File: src/monitor_cfg_pkg.sv
// Monitor-wide constants only; flag bit positions 0 to 3 must stay aligned with rv_trap_pkg kinds
`default_nettype none

package monitor_cfg_pkg;

  // Default PC width of the monitored core
  localparam int PC_WIDTH = 32;

  // Number of sticky error flags the monitor reports
  localparam int NUM_CHECKS = 7;

  // One bit per error flag, indexed by the CHK_* positions below
  typedef logic [NUM_CHECKS-1:0] check_vec_t;

  ////////////////////////////////////////////////////////////////////////////
  // Flag positions in check_vec_t
  ////////////////////////////////////////////////////////////////////////////

  // The four mepc flags share their index with the matching trap kind
  localparam int CHK_MEPC_ILLEGAL = 0;
  localparam int CHK_MEPC_ECALL   = 1;
  localparam int CHK_MEPC_EBREAK  = 2;
  localparam int CHK_MEPC_BUSERR  = 3;
  localparam int CHK_STEP         = 4;
  localparam int CHK_FETCH_BUF    = 5;
  localparam int CHK_LOAD_BUF     = 6;

  // Bus memtype field layout, bit 0 marks the access as bufferable
  localparam int MEMTYPE_WIDTH          = 2;
  localparam int MEMTYPE_BUFFERABLE_BIT = 0;

endpackage

`default_nettype wire

File: src/rv_trap_pkg.sv
// RISC-V machine-mode trap encodings; only the four synchronous causes the monitor tracks
`default_nettype none

package rv_trap_pkg;

  // Trap kinds followed by the mepc checks, also used as vector indices
  typedef enum logic [1:0] {
    TRAP_ILLEGAL = 2'd0,
    TRAP_ECALL   = 2'd1,
    TRAP_EBREAK  = 2'd2,
    TRAP_BUSERR  = 2'd3
  } trap_kind_e;

  localparam int NUM_TRAP_KINDS = 4;

  // One bit per trap kind
  typedef logic [NUM_TRAP_KINDS-1:0] kind_vec_t;

  ////////////////////////////////////////////////////////////////////////////
  // mcause encodings
  ////////////////////////////////////////////////////////////////////////////

  localparam int EXC_CODE_WIDTH = 11;
  localparam int IRQ_ID_WIDTH   = 5;

  // Exception codes from the privileged spec
  localparam logic [EXC_CODE_WIDTH-1:0] EXC_INSTR_BUS_FAULT = 11'd1;
  localparam logic [EXC_CODE_WIDTH-1:0] EXC_ILLEGAL_INSN    = 11'd2;
  localparam logic [EXC_CODE_WIDTH-1:0] EXC_BREAKPOINT      = 11'd3;
  localparam logic [EXC_CODE_WIDTH-1:0] EXC_ECALL_MMODE     = 11'd11;

  // The cause word seen as a synchronous exception
  typedef struct packed {
    logic                      interrupt;
    logic [EXC_CODE_WIDTH-1:0] exception_code;
  } exc_view_t;

  // The same word seen as an interrupt, upper id bits are unused
  typedef struct packed {
    logic                    interrupt;
    logic [5:0]              unused;
    logic [IRQ_ID_WIDTH-1:0] irq_id;
  } irq_view_t;

  // 12-bit cause word written by the controller at a cause save
  typedef union packed {
    exc_view_t exc;
    irq_view_t irq;
  } trap_cause_u;

endpackage

`default_nettype wire

File: src/wb_trap_tracker.sv
// Captures only the first writeback of each trap kind; later traps of that kind are not tracked
`timescale 1ns/1ns
`default_nettype none

module wb_trap_tracker #(
  parameter int PC_W = monitor_cfg_pkg::PC_WIDTH
) (
  input  wire logic                                         clk,
  input  wire logic                                         rst_ni,
  input  wire logic                                         wb_valid_i,
  input  wire logic [PC_W-1:0]                              wb_pc_i,
  input  wire logic                                         wb_illegal_i,
  input  wire logic                                         wb_ecall_i,
  input  wire logic                                         wb_ebrk_i,
  input  wire logic                                         wb_bus_err_i,
  input  wire logic                                         irq_ack_i,
  input  wire logic                                         debug_req_i,
  input  wire logic                                         nmi_trap_i,
  input  wire logic                                         debug_entry_i,
  output rv_trap_pkg::kind_vec_t                            found_o,
  output logic [rv_trap_pkg::NUM_TRAP_KINDS-1:0][PC_W-1:0]  pc_o
);

  import rv_trap_pkg::*;

  logic                                 wb_ok;
  kind_vec_t                            hit;
  kind_vec_t                            capture;
  kind_vec_t                            found_q;
  logic [NUM_TRAP_KINDS-1:0][PC_W-1:0]  pc_q;

  // A retiring instruction only traps if no interrupt, debug request or NMI wins the cycle
  assign wb_ok = wb_valid_i && !irq_ack_i && !debug_req_i && !nmi_trap_i;

  // Priority is bus error, illegal, ecall, ebreak
  // An instruction heading into debug mode does not trap, except for EBREAK which causes that entry
  always_comb begin
    hit               = '0;
    hit[TRAP_BUSERR]  = wb_ok && wb_bus_err_i && !debug_entry_i;
    hit[TRAP_ILLEGAL] = wb_ok && wb_illegal_i && !wb_bus_err_i && !debug_entry_i;
    hit[TRAP_ECALL]   = wb_ok && wb_ecall_i && !wb_bus_err_i && !wb_illegal_i && !debug_entry_i;
    hit[TRAP_EBREAK]  = wb_ok && wb_ebrk_i && !wb_bus_err_i && !wb_illegal_i && !wb_ecall_i;
  end

  // Only the first hit of a kind is kept
  assign capture = hit & ~found_q;

  always_ff @(posedge clk or negedge rst_ni) begin
    if (!rst_ni) begin
      found_q <= '0;
    end else begin
      found_q <= found_q | capture;
    end
  end

  // PC payload, meaningful only once the matching found bit is set
  always_ff @(posedge clk) begin
    for (int k = 0; k < NUM_TRAP_KINDS; k++) begin
      if (capture[k]) begin
        pc_q[k] <= wb_pc_i;
      end
    end
  end

  assign found_o = found_q;
  assign pc_o    = pc_q;

  // The checker relies on each capture staying put until reset
  a_found_sticky : assert property (@(posedge clk) disable iff (!rst_ni)
    (($past(found_q) & ~found_q) == '0))
    else $error("wb_trap_tracker: found bit cleared");

endmodule

`default_nettype wire

File: src/cause_save_tracker.sv
// Expects csr_cause_i and mepc_n_i valid in the csr_save_cause_i cycle; interrupt saves are ignored
`timescale 1ns/1ns
`default_nettype none

module cause_save_tracker #(
  parameter int PC_W = monitor_cfg_pkg::PC_WIDTH
) (
  input  wire logic                                         clk,
  input  wire logic                                         rst_ni,
  input  wire logic                                         csr_save_cause_i,
  input  wire rv_trap_pkg::trap_cause_u                     csr_cause_i,
  input  wire logic [PC_W-1:0]                              mepc_n_i,
  output rv_trap_pkg::kind_vec_t                            found_o,
  output logic [rv_trap_pkg::NUM_TRAP_KINDS-1:0][PC_W-1:0]  pc_o
);

  import rv_trap_pkg::*;

  kind_vec_t                            save_hit;
  kind_vec_t                            capture;
  kind_vec_t                            found_q;
  logic [NUM_TRAP_KINDS-1:0][PC_W-1:0]  pc_q;

  // Map the exception code of a synchronous save onto a trap kind
  // Codes outside the tracked four leave every bit clear
  always_comb begin
    save_hit = '0;
    if (csr_save_cause_i && !csr_cause_i.exc.interrupt) begin
      case (csr_cause_i.exc.exception_code)
        EXC_ILLEGAL_INSN:    save_hit[TRAP_ILLEGAL] = 1'b1;
        EXC_ECALL_MMODE:     save_hit[TRAP_ECALL]   = 1'b1;
        EXC_BREAKPOINT:      save_hit[TRAP_EBREAK]  = 1'b1;
        EXC_INSTR_BUS_FAULT: save_hit[TRAP_BUSERR]  = 1'b1;
        default:             save_hit = '0;
      endcase
    end
  end

  assign capture = save_hit & ~found_q;

  always_ff @(posedge clk or negedge rst_ni) begin
    if (!rst_ni) begin
      found_q <= '0;
    end else begin
      found_q <= found_q | capture;
    end
  end

  // First mepc written for each kind
  always_ff @(posedge clk) begin
    for (int k = 0; k < NUM_TRAP_KINDS; k++) begin
      if (capture[k]) begin
        pc_q[k] <= mepc_n_i;
      end
    end
  end

  assign found_o = found_q;
  assign pc_o    = pc_q;

endmodule

`default_nettype wire

File: src/mepc_checker.sv
// Compares only the first trap of each kind against the first matching mepc save
`timescale 1ns/1ns
`default_nettype none

module mepc_checker #(
  parameter int PC_W = monitor_cfg_pkg::PC_WIDTH
) (
  input  wire logic                     clk,
  input  wire logic                     rst_ni,
  input  wire logic                     wb_valid_i,
  input  wire logic [PC_W-1:0]          wb_pc_i,
  input  wire logic                     wb_illegal_i,
  input  wire logic                     wb_ecall_i,
  input  wire logic                     wb_ebrk_i,
  input  wire logic                     wb_bus_err_i,
  input  wire logic                     irq_ack_i,
  input  wire logic                     debug_req_i,
  input  wire logic                     nmi_trap_i,
  input  wire logic                     debug_entry_i,
  input  wire logic                     csr_save_cause_i,
  input  wire rv_trap_pkg::trap_cause_u csr_cause_i,
  input  wire logic [PC_W-1:0]          mepc_n_i,
  output rv_trap_pkg::kind_vec_t        mepc_err_o
);

  import rv_trap_pkg::*;

  kind_vec_t                            exp_found;
  kind_vec_t                            act_found;
  logic [NUM_TRAP_KINDS-1:0][PC_W-1:0]  exp_pc;
  logic [NUM_TRAP_KINDS-1:0][PC_W-1:0]  act_pc;
  kind_vec_t                            pc_differs;
  kind_vec_t                            mismatch;
  kind_vec_t                            err_q;

  ////////////////////////////////////////////////////////////////////////////
  // Expected side comes from writeback, actual side from the CSR write
  ////////////////////////////////////////////////////////////////////////////

  wb_trap_tracker #(
    .PC_W (PC_W)
  ) wb_trap_tracker_inst (
    .clk           (clk),
    .rst_ni        (rst_ni),
    .wb_valid_i    (wb_valid_i),
    .wb_pc_i       (wb_pc_i),
    .wb_illegal_i  (wb_illegal_i),
    .wb_ecall_i    (wb_ecall_i),
    .wb_ebrk_i     (wb_ebrk_i),
    .wb_bus_err_i  (wb_bus_err_i),
    .irq_ack_i     (irq_ack_i),
    .debug_req_i   (debug_req_i),
    .nmi_trap_i    (nmi_trap_i),
    .debug_entry_i (debug_entry_i),
    .found_o       (exp_found),
    .pc_o          (exp_pc)
  );

  cause_save_tracker #(
    .PC_W (PC_W)
  ) cause_save_tracker_inst (
    .clk              (clk),
    .rst_ni           (rst_ni),
    .csr_save_cause_i (csr_save_cause_i),
    .csr_cause_i      (csr_cause_i),
    .mepc_n_i         (mepc_n_i),
    .found_o          (act_found),
    .pc_o             (act_pc)
  );

  always_comb begin
    for (int k = 0; k < NUM_TRAP_KINDS; k++) begin
      pc_differs[k] = (exp_pc[k] != act_pc[k]);
    end
  end

  // Compare only once both captures of a kind exist, so payload before capture is ignored
  assign mismatch = exp_found & act_found & pc_differs;

  // Sticky flags, one edge after the later capture
  always_ff @(posedge clk or negedge rst_ni) begin
    if (!rst_ni) begin
      err_q <= '0;
    end else begin
      err_q <= err_q | mismatch;
    end
  end

  assign mepc_err_o = err_q;

  // A flag may only rise if both trackers held a capture of that kind in the previous cycle
  a_err_needs_both : assert property (@(posedge clk) disable iff (!rst_ni)
    ((err_q & ~$past(err_q) & ~$past(exp_found & act_found)) == '0))
    else $error("mepc_checker: flag rose without both captures");

endmodule

`default_nettype wire

File: src/step_retire_monitor.sv
// Counts retirements at writeback; interrupts taken while stepping are not modelled
`timescale 1ns/1ns
`default_nettype none

module step_retire_monitor (
  input  wire logic clk,
  input  wire logic rst_ni,
  input  wire logic wb_valid_i,
  input  wire logic step_i,
  input  wire logic debug_mode_i,
  output logic      step_err_o
);

  logic armed_q;
  logic err_q;

  // A stepped retirement outside debug mode arms the check
  // The next retirement consumes it and may arm it again
  always_ff @(posedge clk or negedge rst_ni) begin
    if (!rst_ni) begin
      armed_q <= 1'b0;
      err_q   <= 1'b0;
    end else begin
      if (wb_valid_i) begin
        armed_q <= step_i && !debug_mode_i;
        // After one stepped instruction the core must already be halted in debug mode
        if (armed_q && (!debug_mode_i || !step_i)) begin
          err_q <= 1'b1;
        end
      end
    end
  end

  assign step_err_o = err_q;

  // Arming only ever comes from a retirement seen outside debug mode
  a_arm_outside_debug : assert property (@(posedge clk) disable iff (!rst_ni)
    $rose(armed_q) |-> $past(!debug_mode_i))
    else $error("step_retire_monitor: armed in debug mode");

endmodule

`default_nettype wire

File: src/mem_attr_monitor.sv
// Fetch memtype is checked every cycle, so the core must hold it non-bufferable when idle too
`timescale 1ns/1ns
`default_nettype none

module mem_attr_monitor (
  input  wire logic                                   clk,
  input  wire logic                                   rst_ni,
  input  wire logic [monitor_cfg_pkg::MEMTYPE_WIDTH-1:0] instr_memtype_i,
  input  wire logic                                   data_req_i,
  input  wire logic                                   data_we_i,
  input  wire logic [monitor_cfg_pkg::MEMTYPE_WIDTH-1:0] data_memtype_i,
  output logic                                        fetch_buf_err_o,
  output logic                                        load_buf_err_o
);

  import monitor_cfg_pkg::*;

  logic fetch_buf_q;
  logic load_buf_q;

  // Stores may be buffered, fetches and loads never
  always_ff @(posedge clk or negedge rst_ni) begin
    if (!rst_ni) begin
      fetch_buf_q <= 1'b0;
      load_buf_q  <= 1'b0;
    end else begin
      if (instr_memtype_i[MEMTYPE_BUFFERABLE_BIT]) begin
        fetch_buf_q <= 1'b1;
      end
      if (data_req_i && !data_we_i && data_memtype_i[MEMTYPE_BUFFERABLE_BIT]) begin
        load_buf_q <= 1'b1;
      end
    end
  end

  assign fetch_buf_err_o = fetch_buf_q;
  assign load_buf_err_o  = load_buf_q;

endmodule

`default_nettype wire

File: src/core_monitor.sv
// Passive monitor; all probes are per-cycle levels, flags in err_o stay set until rst_ni
`timescale 1ns/1ns
`default_nettype none

module core_monitor #(
  parameter int PC_W = monitor_cfg_pkg::PC_WIDTH
) (
  input  wire logic                                      clk,
  input  wire logic                                      rst_ni,
  // Writeback probes
  input  wire logic                                      wb_valid_i,
  input  wire logic [PC_W-1:0]                           wb_pc_i,
  input  wire logic                                      wb_illegal_i,
  input  wire logic                                      wb_ecall_i,
  input  wire logic                                      wb_ebrk_i,
  input  wire logic                                      wb_bus_err_i,
  // Trap and debug control probes
  input  wire logic                                      irq_ack_i,
  input  wire logic                                      debug_req_i,
  input  wire logic                                      nmi_trap_i,
  input  wire logic                                      debug_entry_i,
  input  wire logic                                      csr_save_cause_i,
  input  wire rv_trap_pkg::trap_cause_u                  csr_cause_i,
  input  wire logic [PC_W-1:0]                           mepc_n_i,
  // Stepping probes
  input  wire logic                                      step_i,
  input  wire logic                                      debug_mode_i,
  // Bus attribute probes
  input  wire logic [monitor_cfg_pkg::MEMTYPE_WIDTH-1:0] instr_memtype_i,
  input  wire logic                                      data_req_i,
  input  wire logic                                      data_we_i,
  input  wire logic [monitor_cfg_pkg::MEMTYPE_WIDTH-1:0] data_memtype_i,
  output monitor_cfg_pkg::check_vec_t                    err_o
);

  import monitor_cfg_pkg::*;

  ////////////////////////////////////////////////////////////////////////////
  // Each monitor drives its own slice of err_o
  ////////////////////////////////////////////////////////////////////////////

  // The mepc flags sit at indices equal to the trap kind values
  mepc_checker #(
    .PC_W (PC_W)
  ) mepc_checker_inst (
    .clk              (clk),
    .rst_ni           (rst_ni),
    .wb_valid_i       (wb_valid_i),
    .wb_pc_i          (wb_pc_i),
    .wb_illegal_i     (wb_illegal_i),
    .wb_ecall_i       (wb_ecall_i),
    .wb_ebrk_i        (wb_ebrk_i),
    .wb_bus_err_i     (wb_bus_err_i),
    .irq_ack_i        (irq_ack_i),
    .debug_req_i      (debug_req_i),
    .nmi_trap_i       (nmi_trap_i),
    .debug_entry_i    (debug_entry_i),
    .csr_save_cause_i (csr_save_cause_i),
    .csr_cause_i      (csr_cause_i),
    .mepc_n_i         (mepc_n_i),
    .mepc_err_o       (err_o[CHK_MEPC_BUSERR:CHK_MEPC_ILLEGAL])
  );

  step_retire_monitor step_retire_monitor_inst (
    .clk          (clk),
    .rst_ni       (rst_ni),
    .wb_valid_i   (wb_valid_i),
    .step_i       (step_i),
    .debug_mode_i (debug_mode_i),
    .step_err_o   (err_o[CHK_STEP])
  );

  mem_attr_monitor mem_attr_monitor_inst (
    .clk             (clk),
    .rst_ni          (rst_ni),
    .instr_memtype_i (instr_memtype_i),
    .data_req_i      (data_req_i),
    .data_we_i       (data_we_i),
    .data_memtype_i  (data_memtype_i),
    .fetch_buf_err_o (err_o[CHK_FETCH_BUF]),
    .load_buf_err_o  (err_o[CHK_LOAD_BUF])
  );

endmodule

`default_nettype wire

File: config.mk
export PLATFORM = sky130hd
export DESIGN_NAME = core_monitor
export DESIGN_NICKNAME = d
export VERILOG_FILES = /design/src/monitor_cfg_pkg.sv /design/src/rv_trap_pkg.sv /design/src/wb_trap_tracker.sv /design/src/cause_save_tracker.sv /design/src/mepc_checker.sv /design/src/step_retire_monitor.sv /design/src/mem_attr_monitor.sv /design/src/core_monitor.sv
export SDC_FILE = /design/constraint.sdc
export NUM_CORES = 1
export LEC_CHECK = 0
export BUFFER_PORTS_ARGS = -buffer_cell sky130_fd_sc_hd__buf_2
export CAP_MARGIN = 20
export CORE_MARGIN = 3
export CORE_UTILIZATION = 45
export DETAILED_ROUTE_END_ITERATION = 10
export PLACE_DENSITY = 0.71
export SYNTH_ARGS = -nofsm -noshare
export SYNTH_HDL_FRONTEND = slang
export SYNTH_SLANG_ARGS = --single-unit
File: constraint.sdc
create_clock -name clk -period 2.55 [get_ports clk]
set_input_delay 0.1275 -clock clk [delete_from_list [all_inputs] [get_ports clk]]
set_output_delay 0.1275 -clock clk [all_outputs]
set_load 0.05 [all_outputs]
### After elaboration in Yosys (flattened, before gate mapping)

Index checks and enable logic that the tools add are counted.

* flip-flop bits (word level): 272
* input bits: 96
* output and inout bits: 7
* logic and storage cells: 71

* eq/ne operators: 8
* mux-type cells: 5
* bitwise logic cells: 9
* reductions and logical operators: 34

Operator list (number)
* != test 32 bit: 4
* equality test 11 x 2 -> 1 bit (second input constant): 2
* logical AND 1 bit: 21
* AND 4 bit: 4
* OR 4 bit: 3
* equality test 11 x 1 -> 1 bit (second input constant): 1
* equality test 11 x 4 -> 1 bit (second input constant): 1
* zero test 1 bit: 11
* inverter 4 bit: 2
* two-way mux 1 bit: 4
* two-way mux 4 bit: 1
* AND reduction 2 bit: 1
* logical OR 1 bit: 1

### Depth between registers and ports, before layout

* depth in word-level cells: 10
* gate-level depth with buffers: 5
* depth with buffers taken out: 5

### Cells and area by module

A second synthesis with hierarchy kept.

* cells, all modules: 488
* area, all modules: 9848.2 sq um

By module, submodules not included
* cause_save_tracker: times used 1, cells an instance 149, area each 4093.9 sq um, seq. area each 3943.8 sq um
* wb_trap_tracker: times used 1, cells an instance 147, area each 4086.4 sq um, seq. area each 3943.8 sq um
* mepc_checker: times used 1, cells an instance 180, area each 1521.5 sq um, seq. area each 100.1 sq um
* step_retire_monitor: times used 1, cells an instance 7, area each 78.8 sq um, seq. area each 50.0 sq um
* mem_attr_monitor: times used 1, cells an instance 5, area each 67.6 sq um, seq. area each 50.0 sq um

### Least setup slack after synthesis

No wires, ideal clock.

* kind: in2reg
* start point: input port irq_ack_i
* end point: register mepc_checker_inst.wb_trap_tracker_inst.pc_q (netlist bit mepc_checker_inst.wb_trap_tracker_inst.pc_o[32]), enable pin
* setup time: 421 ps
* data arrival time: 2333 ps
* data required time: 2129 ps
* path slack: -204 ps
* cell stages on the path: 4
* path buffers: 0
* cells stage by stage: or4b_4 -> nor3_1 -> nand3b_1 -> nor2_1

* cells in the longest elaborated chain, start to end: 9

Ends and longest elaborated chain
* start: declaration: line core_monitor.sv:18 `input wire logic irq_ack_i,`
* zero test 1 bit: line wb_trap_tracker.sv:33 `assign wb_ok = wb_valid_i && !irq_ack_i && !debug_req_i && !nmi_trap_i;`
* logical AND 1 bit (3 in series): line wb_trap_tracker.sv:33
* logical AND 1 bit (4 in series): line wb_trap_tracker.sv:41 `hit[TRAP_ECALL] = wb_ok && wb_ecall_i && !wb_bus_err_i && !wb_illegal_i && !debug_entry_i;`
* AND 4 bit: line wb_trap_tracker.sv:46 `assign capture = hit & ~found_q;`
* net mepc_checker_inst.wb_trap_tracker_inst.capture[1]: line wb_trap_tracker.sv:28 `kind_vec_t capture;`
* end signal: indexed assignment: line wb_trap_tracker.sv:60 `pc_q[k] <= wb_pc_i;`
* end: declaration: line wb_trap_tracker.sv:30 `logic [NUM_TRAP_KINDS-1:0][PC_W-1:0] pc_q;`

The timed path passes the listed nets, and every way through them passes these cells.
A chain may end at the register's enable or synchronous reset.

### Worst setup path in the final report

* start point: input port wb_valid_i
* end point: register mepc_checker_inst.wb_trap_tracker_inst.found_q[2], in the netlist mepc_checker_inst.wb_trap_tracker_inst.found_o[2]

* cells in the longest elaborated chain, start to end: 9

Ends and longest elaborated chain
* start: declaration: line core_monitor.sv:11 `input wire logic wb_valid_i,`
* logical AND 1 bit (3 in series): line wb_trap_tracker.sv:33
* logical AND 1 bit (4 in series): line wb_trap_tracker.sv:42 `hit[TRAP_EBREAK] = wb_ok && wb_ebrk_i && !wb_bus_err_i && !wb_illegal_i && !wb_ecall_i;`
* AND 4 bit: line wb_trap_tracker.sv:46
* OR 4 bit: line wb_trap_tracker.sv:52 `found_q <= found_q | capture;`
* end signal: assignment: line wb_trap_tracker.sv:52
* end: declaration: line wb_trap_tracker.sv:29 `kind_vec_t found_q;`

No other way between the ends.

==> flow_summary.yaml <==
sta:
  final-setup-viol-count: 0
  final-hold-violation-count: 0
  period_needed_ns: 2.02
  fin_setup_tns_ns: 0
  finClkSkew_ns: 0.0134
  rsz0062_at_grt: "false"
  finalCritPeriodShare: 0.793
  maxSlewHeadroom: 0.641
  fin_ws_ns: 0.529
  tightest_slew_ns: 0.534
  fmax_mhz: 495
  finalMaxSlewViolations: 0
synthesis:
  ys_warn_count: 0
  yosys.area.top_type: "edfxtp_1"
  ys_seq_area_frac: 0.828
  ys_ff_latch: 272
  avgSynthCellArea_sq_um: 19.9
  yosysUniqueCellTypes: 22
  syn_inst: 492
  synth_top_area_frac: 0.787
  synth_area_sq_um: 9770
  syn_nets: 588
  synth.top_cells.by_area: "edfxtp_1 (79%), xnor2_1 (11%), dfrtp_1 (4.1%), nand4_1 (2.1%), nand2b_1 (0.64%)"
setup_path:
  timing.reg2reg.setup_slack_ns: 0.67
  cp_top_family: "buffers and inverters"
  path_cells: "dlygate4sd3_1 -> buf_2 -> or4b_4 -> or4_4 -> dlygate4sd3_1 -> nand2b_1"
  cpPeakStageDelay_ns: 0.60
  rr_worst_depth: 5
  endpoint_kind: "flip-flop"
  worst-setup-path-type: "primary input to flip-flop"
  cp.required_ns: 3.01
  path_depth: 6
  cp_slowest_cell: "dlygate4sd3_1"
  crit_top_cell: "dlygate4sd3_1"
  critPathArrivalTime_ns: 2.48
  critical_path_buf_inv_count: 3
  crit_fanout: 4
  startpoint_type: "primary input"
place:
  hpwl_mm: 11.9
  port_buffers: 100
  place_ws_ns: 0.555
  routabilityCongestion: 0.811
routing:
  vias_per_cell: 4.97
  wl_per_cell_microns: 19.0
  finalWirelength_mm: 19.0
  antenna_left: 0
  drc: 0
  vias: 4975
  drt_iter0_drc: 342
  drt-pass1-iter-count: 4
clock_network:
  htree_levels: 1
  cts_root_buffer: "clkbuf_16"
  clockBufferDepth: 3
  cts_tree: "yes"
  cts_buffers: 27
  clk_pin_slew_ns: 0.06
  clkSinkCount: 272
  insertion_delay_ns: 0.52
  cts_setup_buffers: 0
floorplanning:
  die_w_microns: 153
  die_area_sq_um: 23500
  rows: 53
  core_sq_um: 21200
  io-pin-count: 103
  initial_core_util: 0.462
  fp.dieH_microns: 153
global_route:
  grt_pass1_wl_mm: 29.2
  grt_remaining_overflow: 0
  grt_pass1_vias: 5346
  antenna_found_initial: 0
  track_usage: 0.161
  grt_max_degree: 33
final_layout:
  multi_input_area_sq_um: 1710
  n_antenna_cell: 0
  drive_above_1_share: 0.219
  nFillCells: 1528
  register_area_sq_um: 8090
  syn_to_final_growth_pct: 27.2
  fin_nets: 804
power_and_ir_drop:
  power.leakage_nw: 4.09
  p_per_area_nw_per_um2: 703
  max-vdd-ir-drop_mv: 0.466
min_path:
  worst_hold_path_type: "primary input to async pin"
run_status:
  status: "finished clean"
flow_run:
  maxCapViolCount: 0
area by class of cell:
cell class,count,share of cell area
Multi-Input combinational cell,216,0.138
Clock inverter,15,0.00806
Tap cell,275,0.0277
Sequential cell,272,0.651
Timing Repair Buffer,190,0.119
Clock buffer,32,0.0559
Inverter,1,0.000302
where the power goes:
part	switching [mW]	leakage, nW	internal [mW]
clock network	1.49	0.384	2.03
registers	0.0226	2.50	4.91
logic	0.127	1.21	0.155
kinds of logic (layout without fill, tap and decap cells):
family	Yosys count	in the layout	share of synthesized area
and+or+nand+nor	81	81	0.0488
buffers and inverters	4	238	0.00269
DFF	272	272	0.828
AOI/OAI and AO/OA	7	7	0.00589
xor gates and xnor gates	128	128	0.115
placed cells by master (no fill, tap or decap), types with 2 or more instances in the layout:
cell type	Yosys	routed
clkinvlp_4	0	2
nand2b_1	10	10
clkinv_2	0	4
clkbuf_1	0	5
dlygate4sd3_1	0	82
nor2_4	0	8
clkinv_1	0	7
clkbuf_16	0	27
buf_2	0	100
a31o_2	5	5
dfrtp_1	16	16
xnor2_1	128	128
nor4_1	10	10
edfxtp_1	256	256
nand2_1	10	10
nor2_1	9	2
buf_12	0	8
nand4_1	33	33
registers in the layout, indices dropped and copies added (netlist names):
signal / count
mepc_checker_inst.wb_trap_tracker_inst.found_o: 4
mepc_checker_inst.wb_trap_tracker_inst.pc_o: 128
mepc_checker_inst.mepc_err_o: 4
mem_attr_monitor_inst.load_buf_err_o: 1
mepc_checker_inst.cause_save_tracker_inst.pc_o: 128
step_retire_monitor_inst.step_err_o: 1
mem_attr_monitor_inst.fetch_buf_err_o: 1
step_retire_monitor_inst.armed_q: 1
mepc_checker_inst.cause_save_tracker_inst.found_o: 4
metal layers:
metal  GRT usage  part of all wire  vias to the layer above
met3      0.0280             0.057                       34
met4      0.0635             0.029                        0
li1            -                 -                     2306
met1       0.215              0.43                     2474
met2       0.266              0.49                      161
met5           0                 0                        -
synthesized netlist by cell type:
cell type    n
and3b_1      1
nor2_2       1
xnor2_1    128
or4_4        1
nand2_1     10
o21bai_1     1
nor2_1       9
nor3_1       1
nand3_1      1
edfxtp_1   256
buf_4        3
and4b_1      1
nand3b_1     1
or2_2        1
nor4_1      10
nand2b_1    10
inv_1        1
or4b_4       1
a31o_2       5
o22ai_1      1
nand4_1     33
dfrtp_1     16
final timing paths:
kind                                                                endpoint                                          startpoint
setup / recovery           mepc_checker_inst.wb_trap_tracker_inst.found_o[2]                                          wb_valid_i
hold / removal                         mem_attr_monitor_inst.fetch_buf_err_o                                              rst_ni
setup reg to reg                             mepc_checker_inst.mepc_err_o[1]  mepc_checker_inst.cause_save_tracker_inst.pc_o[42]
hold reg to reg                              mepc_checker_inst.mepc_err_o[3]                     mepc_checker_inst.mepc_err_o[3]
max in group asynchronous                                          async pin                                              rst_ni
min in group clk           mepc_checker_inst.wb_trap_tracker_inst.found_o[3]                                           irq_ack_i
what timing repair did:
action,CTS,global route
gates resized for setup,0,0
endpoints found under the hold margin,283,0
hold buffers,82,0
metrics by stage:
| stage | instance area, sq um | total power [mW] | utilization | hold WS [ns] | std cells |
|---|---|---|---|---|---|
| after floorplan | 9780 | 5.06 | - | -0.168 | 492 |
| after global placement | 10800 | 5.20 | 0.511 | 0.0466 | 872 |
| after detailed placement | 10800 | 5.21 | 0.511 | 0.0598 | 872 |
| after CTS | 12400 | 8.82 | 0.587 | 0.0465 | 1001 |
| after global routing | 12400 | 9.02 | 0.587 | 0.0886 | 1001 |
| final | 12400 | 8.74 | 0.587 | 0.0620 | 1001 |
Note: power is estimated with default switching activity, not from simulation.
